`src/pov_config.svh`:
```
// *************************************************
// Build-time sizes for the POV column controller
// Include in any file that needs a width or depth
// *************************************************
`ifndef POV_CONFIG_SVH
`define POV_CONFIG_SVH

// Column word width in bits (8 red, 8 green, 8 blue)
`define POV_COL_BITS 24

// Columns on the multiplexer
`define POV_NUM_COLS 8

// Depth of the shifter column buffer and initial decoder credits
`define POV_CREDITS 4

// Grayscale clock divider value after reset
`define POV_GCLK_DIV_RST 3

`endif
```
`src/pov_pkg.sv`:
```
// *************************************************
// Shared types, opcodes and register map of the
// POV column controller, referenced by scoped names
// *************************************************
`default_nettype none
`include "pov_config.svh"

package pov_pkg;

    typedef logic [`POV_COL_BITS-1:0]         pixel_t;
    typedef logic [$clog2(`POV_NUM_COLS)-1:0] col_idx_t;
    typedef logic [7:0]                       byte_t;
    typedef logic [7:0]                       reg_addr_t;

    // First byte of every SPI frame
    typedef enum logic [7:0] {
        REG_WRITE = 8'h01,
        REG_READ  = 8'h02,
        COL_WRITE = 8'h03
    } spi_op_t;

    // Command decoder states
    typedef enum logic [2:0] {
        DEC_IDLE, DEC_ADDR, DEC_DATA, DEC_READ_REPLY, DEC_COL_IDX, DEC_COL_BYTES, DEC_SKIP
    } dec_state_t;

    // Shift controller states
    typedef enum logic [1:0] {SH_IDLE, SH_SHIFT, SH_LATCH} shift_state_t;

    // Register map
    localparam reg_addr_t REG_CTRL     = 8'h00;
    localparam reg_addr_t REG_GCLK_DIV = 8'h01;

endpackage

`default_nettype wire

```
`src/col_data_if.sv`:
```
// *************************************************
// Credited column word channel from the command
// decoder into the shift controller buffer
// *************************************************
`timescale 1ns/1ns
`default_nettype none

interface col_data_if;

    // One beat per column word, only sent while a credit is held
    logic                valid;
    pov_pkg::col_idx_t   col;
    pov_pkg::pixel_t     data;

    // Pulses once per word taken out of the buffer
    logic                credit_return;

    modport src  (output valid, col, data, input credit_return);
    modport sink (input valid, col, data, output credit_return);

endinterface

`default_nettype wire

```
`src/spi_byte_if.sv`:
```
// *************************************************
// Byte stream between the SPI slave and the command
// decoder, with frame marks and the reply byte
// *************************************************
`timescale 1ns/1ns
`default_nettype none

interface spi_byte_if;

    // Receive side, all single-cycle pulses except the byte itself
    logic                frame_start;
    logic                frame_end;
    logic                rx_valid;
    pov_pkg::byte_t      rx_byte;

    // Reply byte, sent during the next byte of the frame
    logic                tx_load;
    pov_pkg::byte_t      tx_byte;

    modport rx  (output frame_start, frame_end, rx_valid, rx_byte, input tx_load, tx_byte);
    modport dec (input frame_start, frame_end, rx_valid, rx_byte, output tx_load, tx_byte);

endinterface

`default_nettype wire

```
`src/pov_top.sv`:
```
// *************************************************
// POV column display controller top level
// SPI host port in, LED driver chain and column
// select out
// *************************************************
`timescale 1ns/1ns
`default_nettype none
`include "pov_config.svh"

module pov_top (
    input  logic                             clk,
    input  logic                             reset,
    input  logic                             spi_sclk,
    input  logic                             spi_cs,
    input  logic                             spi_mosi,
    output logic                             spi_miso,
    output logic                             drv_sin,
    output logic                             drv_sclk,
    output logic                             drv_lat,
    output logic                             drv_gclk,
    output logic                             drv_blank,
    output logic [$clog2(`POV_NUM_COLS)-1:0] col_sel
);

    spi_byte_if spi_bus ();
    col_data_if col_bus ();

    // Register port between decoder and control registers
    logic               reg_wr;
    pov_pkg::reg_addr_t reg_addr;
    pov_pkg::byte_t     reg_wdata;
    pov_pkg::byte_t     reg_rdata;
    logic               display_enable;
    pov_pkg::byte_t     gclk_div;

    spi_frame_rx i_spi_rx (
        .clk(clk), .reset(reset),
        .spi_sclk(spi_sclk), .spi_cs(spi_cs), .spi_mosi(spi_mosi), .spi_miso(spi_miso),
        .bus(spi_bus)
    );

    cmd_decoder i_decoder (
        .clk(clk), .reset(reset), .bus(spi_bus), .col(col_bus),
        .reg_wr(reg_wr), .reg_addr(reg_addr), .reg_wdata(reg_wdata), .reg_rdata(reg_rdata)
    );

    pov_regs i_regs (
        .clk(clk), .reset(reset),
        .reg_wr(reg_wr), .reg_addr(reg_addr), .reg_wdata(reg_wdata), .reg_rdata(reg_rdata),
        .display_enable(display_enable), .gclk_div(gclk_div)
    );

    led_shift_ctrl i_shift (
        .clk(clk), .reset(reset),
        .display_enable(display_enable), .gclk_div(gclk_div), .col(col_bus),
        .drv_sin(drv_sin), .drv_sclk(drv_sclk), .drv_lat(drv_lat),
        .drv_gclk(drv_gclk), .drv_blank(drv_blank), .col_sel(col_sel)
    );

endmodule

`default_nettype wire

```
`src/led_shift_ctrl.sv`:
```
// *************************************************
// Buffers column words, shifts them into the LED
// driver chain, latches and selects the column
// Also makes the grayscale clock and blanking
// *************************************************
`timescale 1ns/1ns
`default_nettype none
`include "pov_config.svh"

module led_shift_ctrl (
    input  logic              clk,
    input  logic              reset,
    input  logic              display_enable,
    input  pov_pkg::byte_t    gclk_div,
    col_data_if.sink          col,
    output logic              drv_sin,
    output logic              drv_sclk,
    output logic              drv_lat,
    output logic              drv_gclk,
    output logic              drv_blank,
    output pov_pkg::col_idx_t col_sel
);

    localparam int PW = $clog2(`POV_CREDITS);
    localparam int CW = $clog2(`POV_CREDITS + 1);
    localparam int BW = $clog2(`POV_COL_BITS);

    pov_pkg::pixel_t       fifo_data [`POV_CREDITS];
    pov_pkg::col_idx_t     fifo_col  [`POV_CREDITS];
    logic [PW-1:0]         wr_ptr;
    logic [PW-1:0]         rd_ptr;
    logic [CW-1:0]         count;
    logic                  pop;
    pov_pkg::shift_state_t state;
    pov_pkg::pixel_t       shreg;
    pov_pkg::col_idx_t     col_pend;
    logic [BW-1:0]         bit_cnt;
    logic                  phase;
    pov_pkg::byte_t        gclk_cnt;

    // Head word leaves as soon as the shifter is free
    assign pop               = state == pov_pkg::SH_IDLE && count != '0;
    assign col.credit_return = pop;

    always_ff @(posedge clk) begin
        if (col.valid) begin
            fifo_data[wr_ptr] <= col.data;
            fifo_col[wr_ptr]  <= col.col;
        end
    end

    always_ff @(posedge clk) begin
        if (reset) begin
            wr_ptr <= '0;
            rd_ptr <= '0;
            count  <= '0;
        end else begin
            if (col.valid)
                wr_ptr <= (wr_ptr == PW'(`POV_CREDITS - 1)) ? '0 : wr_ptr + 1'b1;
            if (pop)
                rd_ptr <= (rd_ptr == PW'(`POV_CREDITS - 1)) ? '0 : rd_ptr + 1'b1;
            count <= count + CW'(col.valid) - CW'(pop);
        end
    end

    // Each bit takes two clocks with sclk high in the second
    always_ff @(posedge clk) begin
        if (reset) begin
            state   <= pov_pkg::SH_IDLE;
            col_sel <= '0;
            phase   <= 1'b0;
            bit_cnt <= '0;
        end else begin
            case (state)
                pov_pkg::SH_IDLE: begin
                    phase   <= 1'b0;
                    bit_cnt <= '0;
                    if (pop)
                        state <= pov_pkg::SH_SHIFT;
                end
                pov_pkg::SH_SHIFT: begin
                    phase <= ~phase;
                    if (phase && bit_cnt == BW'(`POV_COL_BITS - 1)) begin
                        // Column switches together with the latch
                        state   <= pov_pkg::SH_LATCH;
                        col_sel <= col_pend;
                    end else if (phase) begin
                        bit_cnt <= bit_cnt + 1'b1;
                    end
                end
                default: state <= pov_pkg::SH_IDLE;
            endcase
        end
    end

    always_ff @(posedge clk) begin
        if (pop) begin
            shreg    <= fifo_data[rd_ptr];
            col_pend <= fifo_col[rd_ptr];
        end else if (state == pov_pkg::SH_SHIFT && phase) begin
            shreg <= shreg << 1;
        end
    end

    // MSB first
    assign drv_sin  = state == pov_pkg::SH_SHIFT && shreg[`POV_COL_BITS-1];
    assign drv_sclk = state == pov_pkg::SH_SHIFT && phase;
    assign drv_lat  = state == pov_pkg::SH_LATCH;

    // Grayscale clock toggles every gclk_div + 1 clocks while enabled
    always_ff @(posedge clk) begin
        if (reset) begin
            gclk_cnt  <= '0;
            drv_gclk  <= 1'b0;
            drv_blank <= 1'b1;
        end else begin
            drv_blank <= ~display_enable;
            if (!display_enable) begin
                gclk_cnt <= '0;
                drv_gclk <= 1'b0;
            end else if (gclk_cnt == gclk_div) begin
                gclk_cnt <= '0;
                drv_gclk <= ~drv_gclk;
            end else begin
                gclk_cnt <= gclk_cnt + 8'd1;
            end
        end
    end

    // Decoder credits must keep the buffer from overflowing
    a_no_overflow: assert property (@(posedge clk) disable iff (reset)
        col.valid |-> count != CW'(`POV_CREDITS));

endmodule

`default_nettype wire

```
`src/pov_regs.sv`:
```
// *************************************************
// Display control registers written and read back
// by the command decoder
// *************************************************
`timescale 1ns/1ns
`default_nettype none
`include "pov_config.svh"

module pov_regs (
    input  logic               clk,
    input  logic               reset,
    input  logic               reg_wr,
    input  pov_pkg::reg_addr_t reg_addr,
    input  pov_pkg::byte_t     reg_wdata,
    output pov_pkg::byte_t     reg_rdata,
    output logic               display_enable,
    output pov_pkg::byte_t     gclk_div
);

    // Display starts blanked with the default divider
    always_ff @(posedge clk) begin
        if (reset) begin
            display_enable <= 1'b0;
            gclk_div       <= 8'(`POV_GCLK_DIV_RST);
        end else if (reg_wr) begin
            case (reg_addr)
                pov_pkg::REG_CTRL:     display_enable <= reg_wdata[0];
                pov_pkg::REG_GCLK_DIV: gclk_div       <= reg_wdata;
                default: ;
            endcase
        end
    end

    // Readback mux
    // Unmapped addresses return zero
    always_comb begin
        case (reg_addr)
            pov_pkg::REG_CTRL:     reg_rdata = {7'b0, display_enable};
            pov_pkg::REG_GCLK_DIV: reg_rdata = gclk_div;
            default:               reg_rdata = 8'h00;
        endcase
    end

endmodule

`default_nettype wire

```
`src/cmd_decoder.sv`:
```
// *************************************************
// Turns SPI frames into register accesses and into
// credited column words for the shift controller
// *************************************************
`timescale 1ns/1ns
`default_nettype none
`include "pov_config.svh"

module cmd_decoder (
    input  logic               clk,
    input  logic               reset,
    spi_byte_if.dec            bus,
    col_data_if.src            col,
    output logic               reg_wr,
    output pov_pkg::reg_addr_t reg_addr,
    output pov_pkg::byte_t     reg_wdata,
    input  pov_pkg::byte_t     reg_rdata
);

    localparam int CW = $clog2(`POV_CREDITS + 1);

    pov_pkg::dec_state_t state;
    logic [CW-1:0]       credits;
    logic [1:0]          byte_cnt;
    logic                hold;
    logic                rd_pend;
    pov_pkg::col_idx_t   col_q;
    pov_pkg::pixel_t     data_q;

    always_ff @(posedge clk) begin
        if (reset) begin
            state   <= pov_pkg::DEC_IDLE;
            hold    <= 1'b0;
            reg_wr  <= 1'b0;
            rd_pend <= 1'b0;
        end else begin
            reg_wr  <= 1'b0;
            rd_pend <= 1'b0;
            if (col.valid)
                hold <= 1'b0;
            // Any frame edge restarts the parser
            if (bus.frame_end || bus.frame_start) begin
                state <= pov_pkg::DEC_IDLE;
            end else if (bus.rx_valid) begin
                case (state)
                    pov_pkg::DEC_IDLE: begin
                        case (pov_pkg::spi_op_t'(bus.rx_byte))
                            pov_pkg::REG_WRITE: state <= pov_pkg::DEC_ADDR;
                            pov_pkg::REG_READ:  state <= pov_pkg::DEC_READ_REPLY;
                            // Drop the column frame while a word still waits
                            pov_pkg::COL_WRITE:
                                state <= hold ? pov_pkg::DEC_SKIP : pov_pkg::DEC_COL_IDX;
                            default:            state <= pov_pkg::DEC_SKIP;
                        endcase
                    end
                    pov_pkg::DEC_ADDR: state <= pov_pkg::DEC_DATA;
                    pov_pkg::DEC_DATA: begin
                        reg_wr <= 1'b1;
                        state  <= pov_pkg::DEC_SKIP;
                    end
                    // Reply loads the cycle after the address settles
                    pov_pkg::DEC_READ_REPLY: begin
                        rd_pend <= 1'b1;
                        state   <= pov_pkg::DEC_SKIP;
                    end
                    pov_pkg::DEC_COL_IDX: begin
                        byte_cnt <= '0;
                        state    <= pov_pkg::DEC_COL_BYTES;
                    end
                    pov_pkg::DEC_COL_BYTES: begin
                        byte_cnt <= byte_cnt + 2'd1;
                        if (byte_cnt == 2'd2) begin
                            hold  <= 1'b1;
                            state <= pov_pkg::DEC_SKIP;
                        end
                    end
                    default: state <= pov_pkg::DEC_SKIP;
                endcase
            end
        end
    end

    // Payload capture
    always_ff @(posedge clk) begin
        if (bus.rx_valid) begin
            if (state == pov_pkg::DEC_ADDR || state == pov_pkg::DEC_READ_REPLY)
                reg_addr <= bus.rx_byte;
            if (state == pov_pkg::DEC_DATA)
                reg_wdata <= bus.rx_byte;
            if (state == pov_pkg::DEC_COL_IDX)
                col_q <= pov_pkg::col_idx_t'(bus.rx_byte);
            // Red first, blue last
            if (state == pov_pkg::DEC_COL_BYTES)
                data_q <= {data_q[`POV_COL_BITS-9:0], bus.rx_byte};
        end
    end

    // One credit per word in flight
    always_ff @(posedge clk) begin
        if (reset)
            credits <= CW'(`POV_CREDITS);
        else
            credits <= credits - CW'(col.valid) + CW'(col.credit_return);
    end

    assign col.valid   = hold && credits != '0;
    assign col.col     = col_q;
    assign col.data    = data_q;
    assign bus.tx_load = rd_pend;
    assign bus.tx_byte = reg_rdata;

    // Shifter must never return more credits than were spent
    a_credit_max: assert property (@(posedge clk) disable iff (reset)
        credits <= CW'(`POV_CREDITS));

endmodule

`default_nettype wire

```
`src/spi_frame_rx.sv`:
```
// *************************************************
// SPI mode 0 slave on the system clock
// Pins are synchronized and edge detected here and
// bytes go to the decoder over spi_byte_if
// *************************************************
`timescale 1ns/1ns
`default_nettype none

module spi_frame_rx (
    input  logic     clk,
    input  logic     reset,
    input  logic     spi_sclk,
    input  logic     spi_cs,
    input  logic     spi_mosi,
    output logic     spi_miso,
    spi_byte_if.rx   bus
);

    logic [1:0]     sclk_sync;
    logic [1:0]     cs_sync;
    logic [1:0]     mosi_sync;
    logic           sclk_d;
    logic           cs_d;
    logic           sclk_rise;
    logic           sclk_fall;
    logic [2:0]     bit_cnt;
    pov_pkg::byte_t rx_shift;
    pov_pkg::byte_t tx_shift;

    // Two-flop synchronizers plus one delay stage for edges
    // Chip select idles high
    always_ff @(posedge clk) begin
        if (reset) begin
            sclk_sync <= '0;
            cs_sync   <= '1;
            mosi_sync <= '0;
            sclk_d    <= 1'b0;
            cs_d      <= 1'b1;
        end else begin
            sclk_sync <= {sclk_sync[0], spi_sclk};
            cs_sync   <= {cs_sync[0], spi_cs};
            mosi_sync <= {mosi_sync[0], spi_mosi};
            sclk_d    <= sclk_sync[1];
            cs_d      <= cs_sync[1];
        end
    end

    // Clock edges only count inside a frame
    assign sclk_rise = sclk_sync[1] & ~sclk_d & ~cs_sync[1];
    assign sclk_fall = ~sclk_sync[1] & sclk_d & ~cs_sync[1];

    // Bit counter and frame marks
    always_ff @(posedge clk) begin
        if (reset) begin
            bit_cnt         <= '0;
            bus.rx_valid    <= 1'b0;
            bus.frame_start <= 1'b0;
            bus.frame_end   <= 1'b0;
        end else begin
            bus.rx_valid    <= 1'b0;
            bus.frame_start <= ~cs_sync[1] & cs_d;
            bus.frame_end   <= cs_sync[1] & ~cs_d;
            if (cs_sync[1]) begin
                bit_cnt <= '0;
            end else if (sclk_rise) begin
                bit_cnt <= bit_cnt + 3'd1;
                // Eighth bit completes the byte
                if (bit_cnt == 3'd7)
                    bus.rx_valid <= 1'b1;
            end
        end
    end

    always_ff @(posedge clk) begin
        if (sclk_rise)
            rx_shift <= {rx_shift[6:0], mosi_sync[1]};
    end

    assign bus.rx_byte = rx_shift;

    // Reply shifter
    // A load lands between bytes and beats the clear at the byte end
    // No shift on the fall after the last bit so the new MSB shows first
    always_ff @(posedge clk) begin
        if (reset)
            tx_shift <= '0;
        else if (bus.tx_load)
            tx_shift <= bus.tx_byte;
        else if (bus.rx_valid || bus.frame_start)
            tx_shift <= '0;
        else if (sclk_fall && bit_cnt != 3'd0)
            tx_shift <= {tx_shift[6:0], 1'b0};
    end

    assign spi_miso = tx_shift[7];

    // No byte may complete outside a frame
    a_rx_in_frame: assert property (@(posedge clk) disable iff (reset)
        bus.rx_valid |-> !cs_sync[1]);

endmodule

`default_nettype wire

```
`config.mk`:
```
export PLATFORM = sky130hd
export DESIGN_NAME = pov_top
export DESIGN_NICKNAME = d
export VERILOG_FILES = /design/src/pov_pkg.sv /design/src/col_data_if.sv /design/src/spi_byte_if.sv /design/src/pov_top.sv /design/src/led_shift_ctrl.sv /design/src/pov_regs.sv /design/src/cmd_decoder.sv /design/src/spi_frame_rx.sv
export VERILOG_INCLUDE_DIRS = /design/src
export SDC_FILE = /design/constraint.sdc
export NUM_CORES = 1
export LEC_CHECK = 0
export BUFFER_PORTS_ARGS = -buffer_cell sky130_fd_sc_hd__buf_2
export CAP_MARGIN = 15
export CORE_ASPECT_RATIO = 0.6
export CORE_UTILIZATION = 30
export DETAILED_ROUTE_END_ITERATION = 12
export PLACE_DENSITY = 0.48
export SETUP_SLACK_MARGIN = 0.4
export SYNTH_ARGS = -nofsm -noshare
export SYNTH_HDL_FRONTEND = slang
export SYNTH_SLANG_ARGS = --single-unit
```
`constraint.sdc`:
```
create_clock -name clk -period 2.4 [get_ports clk]
set_input_delay 0.36 -clock clk [delete_from_list [all_inputs] [get_ports clk]]
set_output_delay 0.36 -clock clk [all_outputs]
set_load 0.005 [all_outputs]
```
# Word-level counts from Yosys, hierarchy flattened
# Memory sizes are Yosys's and may differ from the RTL's. A register that Yosys moved wholly into a read port is not among the register bits.
# Cells that the tools add are included.
# W data, S select, Z words.
# word_totals
ff_bits	145
ramBits	108
in_bits	5
out_inout_bits	9
wordCells	153
n_memories	2
# op_classes
n_addsub	10
eq_ne	22
n_mux	32
bitwise_logic	17
reduce_logical	36
# mem_list
memory	words	width	rd	rd_ports_with_merged_regs	write_ports	line	text
i_shift.fifo_data	4	24	1	1	1	led_shift_ctrl.sv:28	pov_pkg::pixel_t fifo_data [`POV_CREDITS];
i_shift.fifo_col	4	3	1	1	1	led_shift_ctrl.sv:29	pov_pkg::col_idx_t fifo_col [`POV_CREDITS];
# op_table
op	n
$mux W24	2
$mux W8	3
$reduce_and A2 Y1	9
$eq A8 B1 Y1 const B	2
$eq A8 B2 Y1 const B	2
$pmux W8 S2	1
$mux W2	7
$pmux W3 S4	1
$reduce_bool A3 Y1	4
$not A1 Y1	11
$mux W1	10
$mux W5	2
$pmux W5 S2	1
$eq A3 B3 Y1 const B	3
$pmux W3 S3	1
$reduce_or A3 Y1	3
$add A8 B1 Y8 const B	1
$eq A2 B2 Y1 const B	4
$eq A8 B8 Y1	1
$logic_not A8 Y1	1
$pmux W2 S2	2
$add A2 B1 Y2 const B	3
$add A3 B1 Y3	2
$and A1 B1 Y1	6
19 further kinds	35

# Depth between registers and ports, before layout
# Gate-level depths: netlist of run 1.
# depth
word_depth	7
mapped_depth	13
mapped_depth_nobuf	11

# Hierarchy
# A second synthesis of run 1 with hierarchy kept.
# hier_totals
hier_cells	613
hier_area_um2	10131.0
# by_module_without_submodules
module	instances	cells_each	area_each_um2	seq_area_each_um2
led_shift_ctrl	1	348	6517.5	4654.5
cmd_decoder	1	112	1936.9	1531.5
spi_frame_rx	1	98	1177.4	680.7
pov_regs	1	55	499.2	180.2

# Worst setup path before layout of run 1
# OpenSTA, ideal clock, no wires.
# synth_path
path_type	reg2reg
from	reg i_shift.count[1]
to	reg i_shift.count[2]
setup_time_ns	0.128
t_arrival_ns	2.368
required_ns	2.272
path_slack_ns	-0.096
stages_incl_launch_ff	14
cell_sequence	dfxtp_1 > nor3_1 > or3_1 > clkbuf_1 > buf_1 > inv_1 > ha_1 > inv_1 > ha_1 > inv_1 > fa_1 > xor2_1 > xnor2_1 > nor2_1
# synth_via
elab_chain_cells	3
# synth_rtl
item	line	text
start, declared	led_shift_ctrl.sv:32	logic [CW-1:0] count;
start signal, assigned	led_shift_ctrl.sv:62	count <= count + CW'(col.valid) - CW'(pop);
branches (longest 2 deep; another with $add A3 B1 Y3)	--	
$sub A3 B1 Y3 (*)	led_shift_ctrl.sv:62	
# Every way passes the cells marked *.
# A chain may end at the register's enable or synchronous reset.

# Worst setup path after layout of run 1
# layout_path
from	reg i_shift.state[0]
to	reg i_shift.count[2]
# layout_via
elab_chain_cells	3
# layout_rtl
item	line	text
start, declared	led_shift_ctrl.sv:34	pov_pkg::shift_state_t state;
start signal, assigned	led_shift_ctrl.sv:69	state <= pov_pkg::SH_IDLE;
start signal, assigned	led_shift_ctrl.sv:79	state <= pov_pkg::SH_SHIFT;
start signal, assigned	led_shift_ctrl.sv:85	state <= pov_pkg::SH_LATCH;
$logic_not A2 Y1	led_shift_ctrl.sv:42	assign pop = state == pov_pkg::SH_IDLE && count != '0;
$logic_and A1 B1 Y1	led_shift_ctrl.sv:42	
$sub A3 B1 Y3	led_shift_ctrl.sv:62	
# Every way passes these cells.

==> flow_summary.ini, run 1 <==
[final_layout]
fill_cells = 2942
antenna_cells = 0
nets = 656
layout-drive-gt1-share_pct = 24.7
area.growth.synth_to_final_pct = 18.1
layout_common_cells = 188 x edfxtp_1, 65 x dfxtp_1, 41 x nor2_1, 27 x mux4_2, 25 x clkbuf_16
final_common_cell = edfxtp_1
fin_area_um2 = 11500

[worst_setup_path]
max_stage_delay_ns = 0.42
cp_num_buf_inv = 3
cp.required_ns = 2.79
cp_slowest_cell = or3_4
worst-setup-path-type = reg -> reg
cp_max_fo = 6
cp-end-kind = flop
worstPathArrival_ns = 2.51
path_cells = or3_4 -> inv_6 -> ha_4 -> inv_2 -> ha_4 -> inv_2 -> fa_2 -> xor2_2 -> xnor2_1 -> nor2_1
cpLargestDelayFamily = adder cells
startpoint_type = flop

[grt]
grtUsageTotal_pct = 11.3
grt_max_degree = 30
grt_pass1_vias = 5038
antenna_found_initial = 0
grt_first_pass_wirelength_mm = 28.8
grt.overflow.total = 0

[drt]
dr.pass1.iters = 4
route.detailed.drc = 0
vias = 4937
wl_per_cell_um = 17.0
via_per_inst = 4.62
drt-initial-drc-count = 243
postRouteAntennaNets = 0
routed_wl_mm = 18.2

[synthesis]
synth_edf_count = 188
syn_area_per_cell_um2 = 16.3
ys_async_sr_fraction_pct = 0
synth_ff_type = edfxtp_1
synth-seq-cells = 258
syn_area_um2 = 9730
ys_warn_count = 0
synth_fp_nets = 620
syn_inst = 598
ys_types = 53
synth_seq_area_share_pct = 72.4

[clocking]
clkTransAtPathRegs_ns = 0.06
cts_tree = done
cts_buffers = 25
ctsHoldBuffers = 0
clkSinkCount = 258
clock_path_buffers = 3
htreeDepth = 1
cts_root_buf = clkbuf_16
clock_latency_ns = 0.52

[job]
maxCapViolations = 0

[power_and_ir_drop]
leakagePower_nw = 3.76
p_per_area_nw_per_um2 = 1030
peakVddDrop_uv = 471

[sta]
finalMaxSlewViolations = 0
setup_tns_ns = 0
post-route-period-util_pct = 88.0
max_freq_mhz = 473
hold_viol = 0
worstMarginPinSlew_ns = 0.848
grt_setup_unrepaired = true
setup_viol = 0
max-slew-margin-rel_pct = 43.2
min_period_ns = 2.11
clock_skew_ns = 0.0126

[placed_design]
gp_congestion = 0.712
dp_hpwl_mm = 11.2
io_buffers = 13
place_area_um2 = 10500

[floorplan]
die_h_um = 141
dieArea_um2 = 33200
initial_core_util_pct = 30.8
core_area_um2 = 31500
ios = 14
num_rows = 50
die_x_um = 234

[outcome]
outcome = completed

[worst_hold_path]
hold_class = in -> reg
## synth_stat cells, types with 14 or more instances
master,number,share of area (%)
nand2_1,18,0.69
nand4_1,16,1.0
clkbuf_1,18,0.69
ha_1,15,1.9
edfxtp_1,188,58
nor2_1,42,1.6
inv_1,24,0.93
mux2_2,24,2.8
mux4_2,27,6.3
o21ai_0,20,1.0
dfxtp_1,70,14
nor2b_1,14,0.90
## registers in the layout, summed over array words and instances, names as in the netlist, 3 cells and up, named ones only
name	cells
i_spi_rx.bus.rx_byte	8
i_decoder.reg_wdata	8
i_shift.bit_cnt	5
i_shift.shreg	24
i_shift.col_sel	3
i_decoder.state	3
i_spi_rx.bit_cnt	3
i_spi_rx.tx_shift	8
i_shift.fifo_col	12
i_decoder.credits	3
i_shift.fifo_data	96
i_decoder.col.data	24
i_shift.col_pend	3
i_decoder.reg_addr	8
i_regs.gclk_div	8
i_shift.gclk_cnt	8
i_shift.count	3
i_decoder.col.col	3
## final timing paths
kind / slack [ns] / startpoint / end / cells past startpoint
min reg2reg: 0.41 / i_spi_rx.mosi_sync[1] / i_spi_rx.bus.rx_byte[0] / 0
max: 0.29 / i_shift.state[0] / i_shift.count[2] / 10
max reg2reg: 0.29 / i_shift.state[0] / i_shift.count[2] / 10
min: 0.03 / spi_cs / i_spi_rx.cs_sync[0] / 2
## cell families after synthesis
logic type,share of synthesized area [%]
AO/OA/AOI/OAI,3.36
XOR/XNOR,1.80
adder cells (fa/ha/maj),2.34
buffers and inverters,2.14
flip-flops,72.4
multiplexers,10.2
AND/OR/NAND/NOR,7.76
## layout make-up
class                           count  area, µm²  area share, %
Inverter                           25       98.8          0.861
Clock buffer                       26        629           5.48
Timing Repair Buffer               35        309           2.69
Clock inverter                     20        312           2.71
Multi-Input combinational cell    289       2560           22.3
Sequential cell                   258       7060           61.5
Tap cell                          416        520           4.53
## stage by stage
| step | hold slack [ns] | power [mW] | instances | setup slack [ns] | utilization [%] |
|---|---|---|---|---|---|
| 2_1_floorplan | 0.386 | 6.95 | 598 | 0.193 | - |
| 3_3_place_gp | 0.395 | 7.41 | 1018 | 0.207 | 33.2 |
| 3_5_place_dp | 0.395 | 7.47 | 1018 | 0.111 | 33.2 |
| 4_1_cts | 0.0118 | 12.1 | 1067 | 0.264 | 36.3 |
| 5_1_grt | 0.0207 | 12.4 | 1069 | 0.213 | 36.4 |
| 6_report | 0.0311 | 11.9 | 1069 | 0.288 | 36.4 |
## power by group
group          internal [mW]  switching, mW  total, mW
registers               5.28          0.181       5.46
clock network           2.77           1.65       4.42
logic                   1.05          0.947       1.99
## layer usage
metal	up-vias	share of wire, %	track usage, %
li1	2339	-	-
met1	2493	51	16.8
met3	19	5.1	2.13
met4	0	1.5	3.19
met5	-	0	0
met2	86	43	16.7
## repair_timing
item	CTS	global route
gates cloned	0	0
pin swaps	7	2
resized for setup	7	3
buffers inserted	3	2
setup endpoints to repair	4	3
(Power assumes the default switching activity.)
==> inputs of run 2 (changes only) <==
--- a/config.mk
+++ b/config.mk
@@ -7,7 +7,6 @@
 export NUM_CORES = 1
 export LEC_CHECK = 0
 export BUFFER_PORTS_ARGS = -buffer_cell sky130_fd_sc_hd__buf_2
-export CAP_MARGIN = 15
 export CORE_ASPECT_RATIO = 0.6
 export CORE_UTILIZATION = 30
 export DETAILED_ROUTE_END_ITERATION = 12
==> constraint.sdc (replaced) <==
create_clock -name clk -period 2.4 [get_ports clk]
set_input_delay 0.12 -clock clk [delete_from_list [all_inputs] [get_ports clk]]
set_output_delay 0.12 -clock clk [all_outputs]
set_load 0.005 [all_outputs]
==> run 2 against run 1 <==
- sequential power about the same
- global-route usage about the same
- via count rose by 1.2%
- largest cell class unchanged
- largest power group unchanged
- highest routed layer unchanged
==> flow_summary.ini, run 2 (same netlist as run 1, synthesis figures left out) <==
[clocking]
cts_tree = done
clkSinkCount = 258
clock_path_buffers = 3
htreeDepth = 1
cts_buffers = 25
cts_root_buf = clkbuf_16
clock_latency_ns = 0.51
clkTransAtPathRegs_ns = 0.06

[floorplan]
core_area_um2 = 31500
num_rows = 50
die_x_um = 234
dieArea_um2 = 33200
die_h_um = 141
ios = 14
initial_core_util_pct = 30.8

[drt]
route.detailed.drc = 0
wl_per_cell_um = 17.1
drt-initial-drc-count = 323
wl_met1_mm = 9.31
top_layer_used = met4
dr_wl_met2_mm = 7.90
dr.pass1.iters = 4
routed_wl_mm = 18.3
postRouteAntennaNets = 0
via_per_inst = 4.66
met3_length_um = 747
vias = 4996

[job]
maxCapViolations = 0

[final_layout]
largest_register_ff_count = 96
layout_common_cells = 188 x edfxtp_1, 65 x dfxtp_1, 41 x nor2_1, 27 x mux4_2, 25 x clkbuf_16
layout-drive-gt1-share_pct = 23.7
nets = 658
final_cells = 1071
fill_cells = 2932
area.growth.synth_to_final_pct = 16.9
final_common_cell = edfxtp_1
largest_register = i_shift.fifo_data

[outcome]
outcome = completed

[worst_setup_path]
cp.required_ns = 2.79
worst-setup-path-type = reg -> reg
startpoint_type = flop
cp_max_fo = 3
cp-end-kind = flop
worstPathArrival_ns = 2.52

[grt]
grt_max_degree = 30
antenna_found_initial = 0
grt_first_pass_wirelength_mm = 29.2
grt_pass1_vias = 5142
grtUsageTotal_pct = 11.3
grt.overflow.total = 0

[power_and_ir_drop]
seqPwrFrac_pct = 48.3
p_per_area_nw_per_um2 = 998
power_frac_comb_pct = 17.5
p_sw_share_pct = 24.3
peakVddDrop_uv = 463
switchingPower_mw = 2.76
leakagePower_nw = 3.71
p_int_mw = 8.59
p_clk_share_pct = 34.1

[sta]
setup_viol = 0
post-route-period-util_pct = 88.7
finalMaxSlewViolations = 0
clock_skew_ns = 0.00976
worstMarginPinSlew_ns = 0.803
hold_viol = 0
max_freq_mhz = 470
grt_setup_unrepaired = true
setup_tns_ns = 0
whs_ns = 0.327
min_period_ns = 2.13
max-slew-margin-rel_pct = 46.2

[placed_design]
io_buffers = 13
dp_hpwl_mm = 11.1
dp_cells = 1018
gp_congestion = 0.693

[worst_hold_path]
hold_class = in -> reg
-- run 2: changes by cell type in the layout (fill, tap and decap cells not counted), moves of 2 or more --
cell / delta
clkbuf_1: +4
bufinv_16: -5
clkinvlp_4: -4
dlygate4sd3_1: +4
buf_4: -2
inv_6: -2
clkinv_2: +3
-- run 2: layer usage --
metal	vias up	GRT usage (%)
li1	2337	-
met1	2543	17.0
met2	89	16.7
met3	27	1.87
met4	0	3.02
met5	-	0
-- run 2: cell type report --
| class | instances | area (µm²) | area share (%) |
|---|---|---|---|
| clock inverter | 14 | 143 | 1.25 |
| timing repair buffer | 37 | 334 | 2.94 |
| tap | 416 | 520 | 4.58 |
| sequential | 258 | 7060 | 62.0 |
| antenna | 1 | 2.50 | 0.0220 |
| clock buffer | 31 | 658 | 5.79 |
| inverter | 25 | 98.8 | 0.869 |
| multi-input combinational | 289 | 2560 | 22.5 |
-- run 2: per-stage QoR --
step	util [%]	cell area [µm²]	worst slack, ns	total power, mW
finish	36.1	11400	0.271	11.4
detailed placement	33.2	10500	0.151	7.49
floorplan	-	9800	0.193	6.95
CTS	36.0	11300	0.256	11.5
global route	36.1	11400	0.216	11.9
global placement	33.2	10500	0.211	7.43
-- run 2: timing repair --
action                                 in CTS  in global routing
endpoints found under the hold margin       5                  0
setup endpoints to repair                   4                  6
hold buffers                                4                  0
gates cloned                                0                  0
pin swaps                                   7                  4
resized for setup                           6                  5
setup buffers                               1                  2
-- run 2: critical path, cell delays in order (launching register included) --
cell and delay (ns):
dfxtp_4 0.38, nor3_2 0.04, or3_4 0.37, clkinv_4 0.07, ha_4 0.19, inv_2 0.06, ha_4 0.11, inv_2 0.03
fa_2 0.39, xor2_2 0.16, xnor2_1 0.16, nor2_1 0.05
-- run 2: final timing paths --
kind / from / endpoint / slack (ns) / cells past startpoint
setup / recovery: i_shift.count[1] / i_shift.count[2] / 0.27 / 11
hold reg to reg: i_spi_rx.mosi_sync[1] / i_spi_rx.bus.rx_byte[0] / 0.40 / 0
hold / removal: spi_cs / i_spi_rx.cs_sync[0] / 0.33 / 3
setup reg to reg: i_shift.count[1] / i_shift.count[2] / 0.27 / 11
-- run 2: power groups by stage --
stage / Combinational (mW) / Sequential [mW] / Clock [mW]
2_1_floorplan: 1.48 / 5.48 / 0
3_3_place_gp: 1.87 / 5.56 / 0
3_5_place_dp: 1.93 / 5.56 / 0
4_1_cts: 2.02 / 5.49 / 3.99
5_1_grt: 2.20 / 5.52 / 4.17
6_report: 1.99 / 5.49 / 3.87
